==> src/nru_pkg.sv <==
package nru_pkg;

  // word geometry of the logical memory.
  localparam int WIDTH   = 16;
  localparam int NUMADDR = 256;
  localparam int BITADDR = 8;

  // one port per logical bank, so both counts are the same.
  localparam int NUMRUPT = 2;

  // bank read latency and the gap from read data to the port write.
  localparam int SRAM_DELAY = 2;
  localparam int UPD_DELAY  = 2;

  // a port write lands this many cycles after the read that opened it.
  localparam int UPD_LAT = SRAM_DELAY + UPD_DELAY;

  // request of one port. read and write are independent and may both be high.
  typedef struct packed {
    logic               read;
    logic               write;
    logic [BITADDR-1:0] addr;
    logic [WIDTH-1:0]   din;
  } nru_req_t;

  // response of one port, valid two cycles after the read.
  typedef struct packed {
    logic             vld;
    logic [WIDTH-1:0] dout;
  } nru_rsp_t;

  // a write into one logical bank. It goes to both physical copies of it.
  typedef struct packed {
    logic               en;
    logic [BITADDR-1:0] addr;
    logic [WIDTH-1:0]   data;
  } nru_bank_wr_t;

  // raw words a lane got back from its copies of logical banks 0 and 1.
  typedef struct packed {
    logic               vld;
    logic [BITADDR-1:0] addr;
    logic [WIDTH-1:0]   word0;
    logic [WIDTH-1:0]   word1;
  } nru_partner_t;

endpackage

==> src/nru_update_ctrl.sv <==
`timescale 1ns/100ps

module nru_update_ctrl (
  input  logic                  clk,
  input  logic                  rst,
  input  nru_pkg::nru_req_t     req     [nru_pkg::NUMRUPT],
  input  nru_pkg::nru_partner_t partner [nru_pkg::NUMRUPT],
  output nru_pkg::nru_bank_wr_t bank_wr [nru_pkg::NUMRUPT]
);

  logic [nru_pkg::UPD_DELAY-1:0] hold_vld  [nru_pkg::NUMRUPT];
  logic [nru_pkg::BITADDR-1:0]   hold_addr [nru_pkg::NUMRUPT][nru_pkg::UPD_DELAY];
  logic [nru_pkg::WIDTH-1:0]     hold_word [nru_pkg::NUMRUPT][nru_pkg::UPD_DELAY];
  nru_pkg::nru_bank_wr_t         wr_hist   [nru_pkg::NUMRUPT][nru_pkg::UPD_LAT];

  genvar p;
  for (p = 0; p < nru_pkg::NUMRUPT; p++) begin : port_loop
    logic [nru_pkg::WIDTH-1:0] other_word;
    logic                      conflict;

    // port p owns logical bank p, so it keeps the word of the other bank.
    assign other_word = (p == 0) ? partner[p].word1 : partner[p].word0;

    always_ff @(posedge clk) begin
      if (rst) begin
        hold_vld[p] <= '0;
      end else begin
        hold_vld[p] <= {hold_vld[p][nru_pkg::UPD_DELAY-2:0], partner[p].vld};
      end
    end

    always_ff @(posedge clk) begin
      hold_addr[p][0] <= partner[p].addr;
      hold_word[p][0] <= other_word;
      for (int k = 1; k < nru_pkg::UPD_DELAY; k++) begin
        hold_addr[p][k] <= hold_addr[p][k-1];
        hold_word[p][k] <= hold_word[p][k-1];
      end
    end

    // storing din ^ other makes the XOR of both banks equal din.
    assign bank_wr[p].en   = req[p].write & hold_vld[p][nru_pkg::UPD_DELAY-1];
    assign bank_wr[p].addr = hold_addr[p][nru_pkg::UPD_DELAY-1];
    assign bank_wr[p].data = req[p].din ^ hold_word[p][nru_pkg::UPD_DELAY-1];

    // recent bank writes of this port, for the overlap check.
    always_ff @(posedge clk) begin
      if (rst) begin
        for (int k = 0; k < nru_pkg::UPD_LAT; k++) begin
          wr_hist[p][k].en <= 1'b0;
        end
      end else begin
        wr_hist[p][0] <= bank_wr[p];
        for (int k = 1; k < nru_pkg::UPD_LAT; k++) begin
          wr_hist[p][k] <= wr_hist[p][k-1];
        end
      end
    end

    // an update of the other port to this address within UPD_LAT cycles
    // would have read a stale partner word.
    always_comb begin
      conflict = bank_wr[1-p].en && (bank_wr[1-p].addr == bank_wr[p].addr);
      for (int k = 0; k < nru_pkg::UPD_LAT; k++) begin
        if (wr_hist[1-p][k].en && (wr_hist[1-p][k].addr == bank_wr[p].addr)) begin
          conflict = 1'b1;
        end
      end
    end

    assert_wr_slot: assert property (
      @(posedge clk) disable iff (rst) req[p].write |-> hold_vld[p][nru_pkg::UPD_DELAY-1]
    );

    assert_upd_overlap: assert property (
      @(posedge clk) disable iff (rst) bank_wr[p].en |-> !conflict
    );
  end

endmodule

==> config.mk <==
export PLATFORM = sky130hd
export DESIGN_NAME = nru_update_ctrl
export DESIGN_NICKNAME = d
export VERILOG_FILES = /design/src/nru_pkg.sv /design/src/nru_update_ctrl.sv
export SDC_FILE = /design/constraint.sdc
export NUM_CORES = 1
export LEC_CHECK = 0
export BUFFER_PORTS_ARGS = -buffer_cell sky130_fd_sc_hd__buf_2
export CAP_MARGIN = 15
export CORE_UTILIZATION = 38
export DETAILED_ROUTE_END_ITERATION = 7
export PLACE_DENSITY = 0.77
export SETUP_SLACK_MARGIN = 0.4
export SLEW_MARGIN = 40
export SYNTH_ARGS = -nofsm -noshare
export SYNTH_HDL_FRONTEND = slang
export SYNTH_SLANG_ARGS = --single-unit
==> constraint.sdc <==
create_clock -name clk -period 0.8 [get_ports clk]
set_clock_uncertainty 0.05 [all_clocks]
set_input_delay 0.16 -clock clk [delete_from_list [all_inputs] [get_ports clk]]
set_output_delay 0.16 -clock clk [all_outputs]
set_load 0.01 [all_outputs]
# Word level (Yosys, flattened, before mapping)
# Memory sizes are Yosys's and may differ from the RTL's.
# Index checks and enable logic that the tools add are counted.
[word_totals]
rom_bits = 0
input_bits = 136
memories = 3
ff_bits = 0
output_inout_bits = 50
elab_cells = 14
ramBits = 100
latch_bits = 0
[classes]
n_mul = 0
eq_ne = 0
reduce_logical = 0
shift = 0
mux = 5
div = 0
order_cmp = 0
n_bitwise = 6
n_addsub = 0
[memory_table]
columns = ["memory", "words", "word_bits", "read_ports", "rd_ports_with_merged_regs", "write_ports", "line", "rtl"]
rows = [
  ["hold_word", 2, 32, 2, 0, 2, "nru_update_ctrl.sv:13", "logic [nru_pkg::WIDTH-1:0] hold_word [nru_pkg::NUMRUPT][nru_pkg::UPD_DELAY];"],
  ["hold_addr", 2, 16, 2, 0, 2, "nru_update_ctrl.sv:12", "logic [nru_pkg::BITADDR-1:0] hold_addr [nru_pkg::NUMRUPT][nru_pkg::UPD_DELAY];"],
  ["hold_vld", 2, 2, 2, 0, 2, "nru_update_ctrl.sv:11", "logic [nru_pkg::UPD_DELAY-1:0] hold_vld [nru_pkg::NUMRUPT];"],
]
[ops]
columns = ["op", "n"]
rows = [
  ["$xor A16 B16 Y16", 2],
  ["$mux W2", 2],
  ["$mux W1", 3],
  ["$and A1 B1 Y1", 2],
  ["$or A1 B1 Y1", 2],
]

# Logic depth before layout (Yosys ltp)
# Gate-level depths: netlist of run 1.
[depth]
ltp_word = 3
ltp_mapped = 1
depth_no_buf = 1

# Worst setup path before layout of run 1
# No wires, ideal clock.
[synth_timing]
path_kind = "reg-to-output"
startpoint = "memory hold_word[1][0] (netlist name)"
endpoint = "output bank_wr[0] (netlist name)"
stages_incl_launch_ff = 2
t_arrival_ns = 0.524
path_slack_ns = 0.066
path_cell_list = "dfxtp_1 -> xor2_1"
[synth_rtl]
columns = ["element", "line", "rtl"]
rows = [
  ["from (decl)", "nru_update_ctrl.sv:13", ""],
  ["to (decl)", "nru_update_ctrl.sv:8", "output nru_pkg::nru_bank_wr_t bank_wr [nru_pkg::NUMRUPT]"],
]

==> out/results.tsv, run 1 <==
metric	value	unit
wirelength	3.89	mm
tightest_slew	0.131	ns
peakVddDrop	0.00161	V
layout.nets	420	
crit_fanout	1	
finalCritPeriodShare	147	%
synth_seq_cells	100	
drt_iter0_drc	33	
nFillCells	471	
fmax	848	MHz
finalHoldViolations	50	
arrival	0.97	ns
die_h	82.1	µm
start_util	40.3	%
endpoint_kind	output port	
drc	0	
powerDensity	2540	nW/µm²
switchingPower	1920	µW
syn_area	2440	µm²
drive_above_1_share	82.3	%
grt_pass1_vias	1359	
relSlewSlack	91.2	%
mostFrequentLayoutCells	buf_2, dfxtp_2, dfxtp_1	
seqPwrFrac	57.5	%
cts-root-buf	clkbuf_8	
final_common_cell	buf_2	
avgSynthCellArea	15.8	µm²
io_buffers	135	
cap_violations	0	
ant_nets	0	
min_path_type	in2reg	
seq_area_frac_synth	82.1	%
ios	186	
cts_sinks	100	
combPwrFrac	8.0	%
wire_per_inst	10.7	µm
fin_area	3680	µm²
setup_ws	-0.379	ns
worstPathRequired	0.59	ns
via_count	1389	
coreArea	6060	µm²
dr.pass1.iters	2	
p_leak	0.00170	µW
violations	negative hold slack, negative setup slack	
overflow	0	
ys.warnings.count	0	
p_int	7430	µW
row_count	28	
r2r_start	hold_vld[1][0]$_SDFF_PP0_	
cts.path.max_buffers	2	
outcome	finished, violations left	
tritoncts.num_buffers	9	
placedCellCount	348	
rsz0062_at_grt	yes	
layout.cells.non_filler	363	
fp.dieW	82.1	µm
hold_ws	-0.134	ns
r2r_slack	0.23	ns
dieArea	6750	µm²
clk_pin_slew	0.09	ns
gp_congestion	0.654	
clk_latency	0.34	ns
hp-start	partner[48]	
avgViaCountPerCell	3.83	
grt_pass1_wl	5.40	mm
period_minus_slack	1.18	ns
mappedNetlistNets	290	
pre_cts_slack	-0.0253	ns
tritoncts	done	
crit_type	reg2out	
p_sw_share	20.5	%
post-cts-setup-buffers	0	
hpwlAfterDp	3.10	mm
crit_start	hold_word[1][1]$_DFF_P_	
setup_viol	50	
clkPwrFrac	34.5	%
antenna_found_initial	0	
syn_to_final_growth	50.7	%
synth_cell_types	5	
syn_inst	154	
placed_area	3370	µm²
cts.htree.levels	3	
startpoint_type	register	
grt_max_degree	16	
grt_util_all_layers	11.5	%
slew_violations	0	
antenna_cells	0	
## cell type report
class | count | area (µm²) | share of cell area, %
Timing Repair Buffer | 135 | 732 | 19.9
Clock buffer | 10 | 128 | 3.47
Clock inverter | 5 | 77.6 | 2.11
Sequential cell | 100 | 2070 | 56.2
Tap cell | 75 | 93.8 | 2.55
Multi-Input combinational cell | 38 | 578 | 15.7
## what timing repair did
item | in CTS | in global routing
setup endpoints to repair | 100 | 100
gates resized for setup | 8 | 25
pin swaps | 26 | 6
cloned | 0 | 0
hold endpoints to repair | 52 | 50
## through the flow
stage | TNS (ns) | utilization, % | total power, µW
after floorplan | 0 | - | 5840
after global placement | -0.0496 | 55.7 | 6180
after detailed placement | -0.204 | 55.7 | 6220
after CTS | -16.17 | 59.5 | 9460
after global routing | -17.38 | 60.7 | 9770
final | -14.59 | 60.7 | 9350
## per-layer routing
metal | global-route usage [%] | part of all wire, %
met5 | 0 | 0
met4 | 8.42 | 1.4
met3 | 5.05 | 10
met2 | 21.2 | 56
met1 | 9.45 | 33
## Yosys cell counts (all sizes together)
cell type | count | area share (%)
nor2b | 4 | 1.0
xor2 | 32 | 11
dfxtp | 100 | 82
buf | 16 | 4.9
and2 | 2 | 0.51
## worst max-delay path, cell delays in order, from the launching register on
cell and delay [ns]:
dfxtp_2 0.33, xor2_2 0.16, buf_2 0.14
## power groups by stage
stage	logic (µW)	clock network (µW)	registers, µW
floorplan	365	0	5470
global placement	707	0	5470
detailed placement	730	0	5490
CTS	743	3350	5370
global route	837	3530	5400
finish	751	3230	5370
## worst paths after layout
kind,endpoint,cells past startpoint
worst max-delay path,bank_wr[1],2
worst min-delay path,hold_word[0][23]$_DFF_P_,1
worst max register to register,hold_vld[1][1]$_SDFF_PP0_,1
worst min register to register,hold_word[1][9]$_DFF_P_,0
## kinds of logic (layout without fill, tap and decap cells)
| family | count (synthesis) | after routing | share of synthesized area, % |
|---|---|---|---|
| DFF | 100 | 100 | 82.1 |
| xor gates and xnor gates | 32 | 32 | 11.5 |
| buffers and inverters | 16 | 150 | 4.92 |
| and+or+nand+nor | 6 | 6 | 1.54 |
## registers in the layout, indices dropped and copies added (netlist names)
register / cells
hold_addr: 32
hold_vld: 4
hold_word: 64
Note: power is estimated with default switching activity, not from simulation.
==> inputs of run 2 (changes only) <==
- CTS_CLUSTER_SIZE: not set -> 20
- RECOVER_POWER: not set -> 100
==> run 2 against run 1 <==
Effect of this change: the run still ends with negative hold slack, negative setup slack left; count of clock-buffer cells in the layout is the same; worst setup slack is essentially flat; power is essentially flat; sequential cell count is the same; sequential power is essentially flat; highest routed layer unchanged.
==> out/results.tsv, run 2 (synthesis gave the netlist of run 1 again) <==
metric	value	unit
ios	186	
largest_reg_flops	64	
period_minus_slack	1.18	ns
clk_latency	0.34	ns
dr.pass1.iters	2	
row_count	28	
final_util	60.4	%
setup_ws	-0.379	ns
mostFrequentLayoutCells	buf_2, dfxtp_1, dfxtp_2	
p_leak	0.00169	µW
fp.dieW	82.1	µm
drc	0	
wire_per_inst	10.7	µm
drive_above_1_share	77.8	%
drt_iter0_drc	33	
tritoncts	done	
dieArea	6750	µm²
pre_cts_slack	-0.0253	ns
ant_nets	0	
via_count	1387	
die_h	82.1	µm
cts-root-buf	clkbuf_8	
timing.setup.tns	-14.59	ns
slew_violations	0	
finalHoldViolations	50	
final_common_cell	buf_2	
post-cts-setup-buffers	0	
crit_fanout	1	
hpwlAfterDp	3.10	mm
crit_type	reg2out	
relSlewSlack	79.6	%
overflow	0	
grt_pass1_vias	1359	
powerDensity	2550	nW/µm²
finalCritPeriodShare	147	%
hold_ws	-0.134	ns
r2r_start	hold_vld[1][0]$_SDFF_PP0_	
gp_congestion	0.654	
wirelength	3.89	mm
peakVddDrop	0.00161	V
cts_sinks	100	
fmax	848	MHz
grt_max_degree	16	
io_buffers	135	
coreArea	6060	µm²
grt_pass1_wl	5.40	mm
largest_register	hold_word	
cts.htree.levels	3	
tightest_slew	0.305	ns
arrival	0.97	ns
startpoint_type	register	
clk_pin_slew	0.09	ns
grt_util_all_layers	11.5	%
cts.path.max_buffers	2	
outcome	finished, violations left	
worst_path_max_delay_cell	dfxtp_2	
hp-start	partner[48]	
rsz0062_at_grt	yes	
tritoncts.num_buffers	9	
min_path_type	in2reg	
layout.nets	420	
cpPeakStageDelay	0.33	ns
crit_start	hold_word[1][1]$_DFF_P_	
syn_to_final_growth	50.0	%
avgViaCountPerCell	3.82	
start_util	40.3	%
cap_violations	0	
endpoint_kind	output port	
top_regs	hold_word: 64 flops, hold_addr: 32 flops, hold_vld: 4 flops	
antenna_cells	0	
worstPathRequired	0.59	ns
finalPower	9350	µW
path_cells	xor2_2, buf_2	
antenna_found_initial	0	
violations	negative hold slack, negative setup slack	
setup_viol	50	
-- run 2: final cells by class --
| cell class | instances | area (µm²) |
|---|---|---|
| clock buffers | 10 | 128 |
| clock inverters | 5 | 77.6 |
| fillers | 479 | 2400 |
| multi-input cells | 38 | 578 |
| flip-flops and latches | 100 | 2050 |
| well taps | 75 | 93.8 |
| repair buffers | 135 | 731 |
-- run 2: worst paths after layout --
| path | end | slack (ns) | depth (start not counted) |
|---|---|---|---|
| worst min-delay path | hold_word[0][23]$_DFF_P_ | -0.13 | 1 |
| worst max-delay path | bank_wr[1] | -0.38 | 2 |
| worst max register to register | hold_vld[1][1]$_SDFF_PP0_ | 0.22 | 1 |
| worst min register to register | hold_word[1][9]$_DFF_P_ | 0.27 | 0 |
-- run 2: what timing repair did --
| item | in CTS | in global routing |
|---|---|---|
| pin swaps | 26 | 6 |
| setup endpoints to repair | 100 | 100 |
| endpoints found under the hold margin | 52 | 50 |
| cloned | 0 | 0 |
| gates resized for setup | 8 | 25 |
-- run 2: per-stage QoR --
step / hold WS, ns / std cells / area, µm²
detailed placement: 0.214 / 348 / 3370
CTS: -0.162 / 363 / 3600
global route: -0.161 / 363 / 3660
floorplan: 0.138 / 154 / 2790
global placement: 0.212 / 348 / 3370
finish: -0.134 / 363 / 3660
-- run 2: layer usage --
metal	up-vias	part of all wire [%]	track usage, %
met5	-	0	0
met2	76	56	21.2
li1	678	-	-
met1	626	33	9.45
met4	0	1.4	8.42
met3	7	10	5.05
-- run 2: power by group --
part	switching (µW)	leakage [µW]	internal, µW
Sequential	105	0.000843	5260
Combinational	320	0.000749	431
Clock	1490	0.000102	1730
Total	1920	0.00169	7430
-- run 2: critical path: cells and delay by family (launching register included) --
| kind | cells | cell delay, ns |
|---|---|---|
| flops | 1 | 0.33 |
| xor+xnor | 1 | 0.16 |
| buf+inv | 1 | 0.14 |
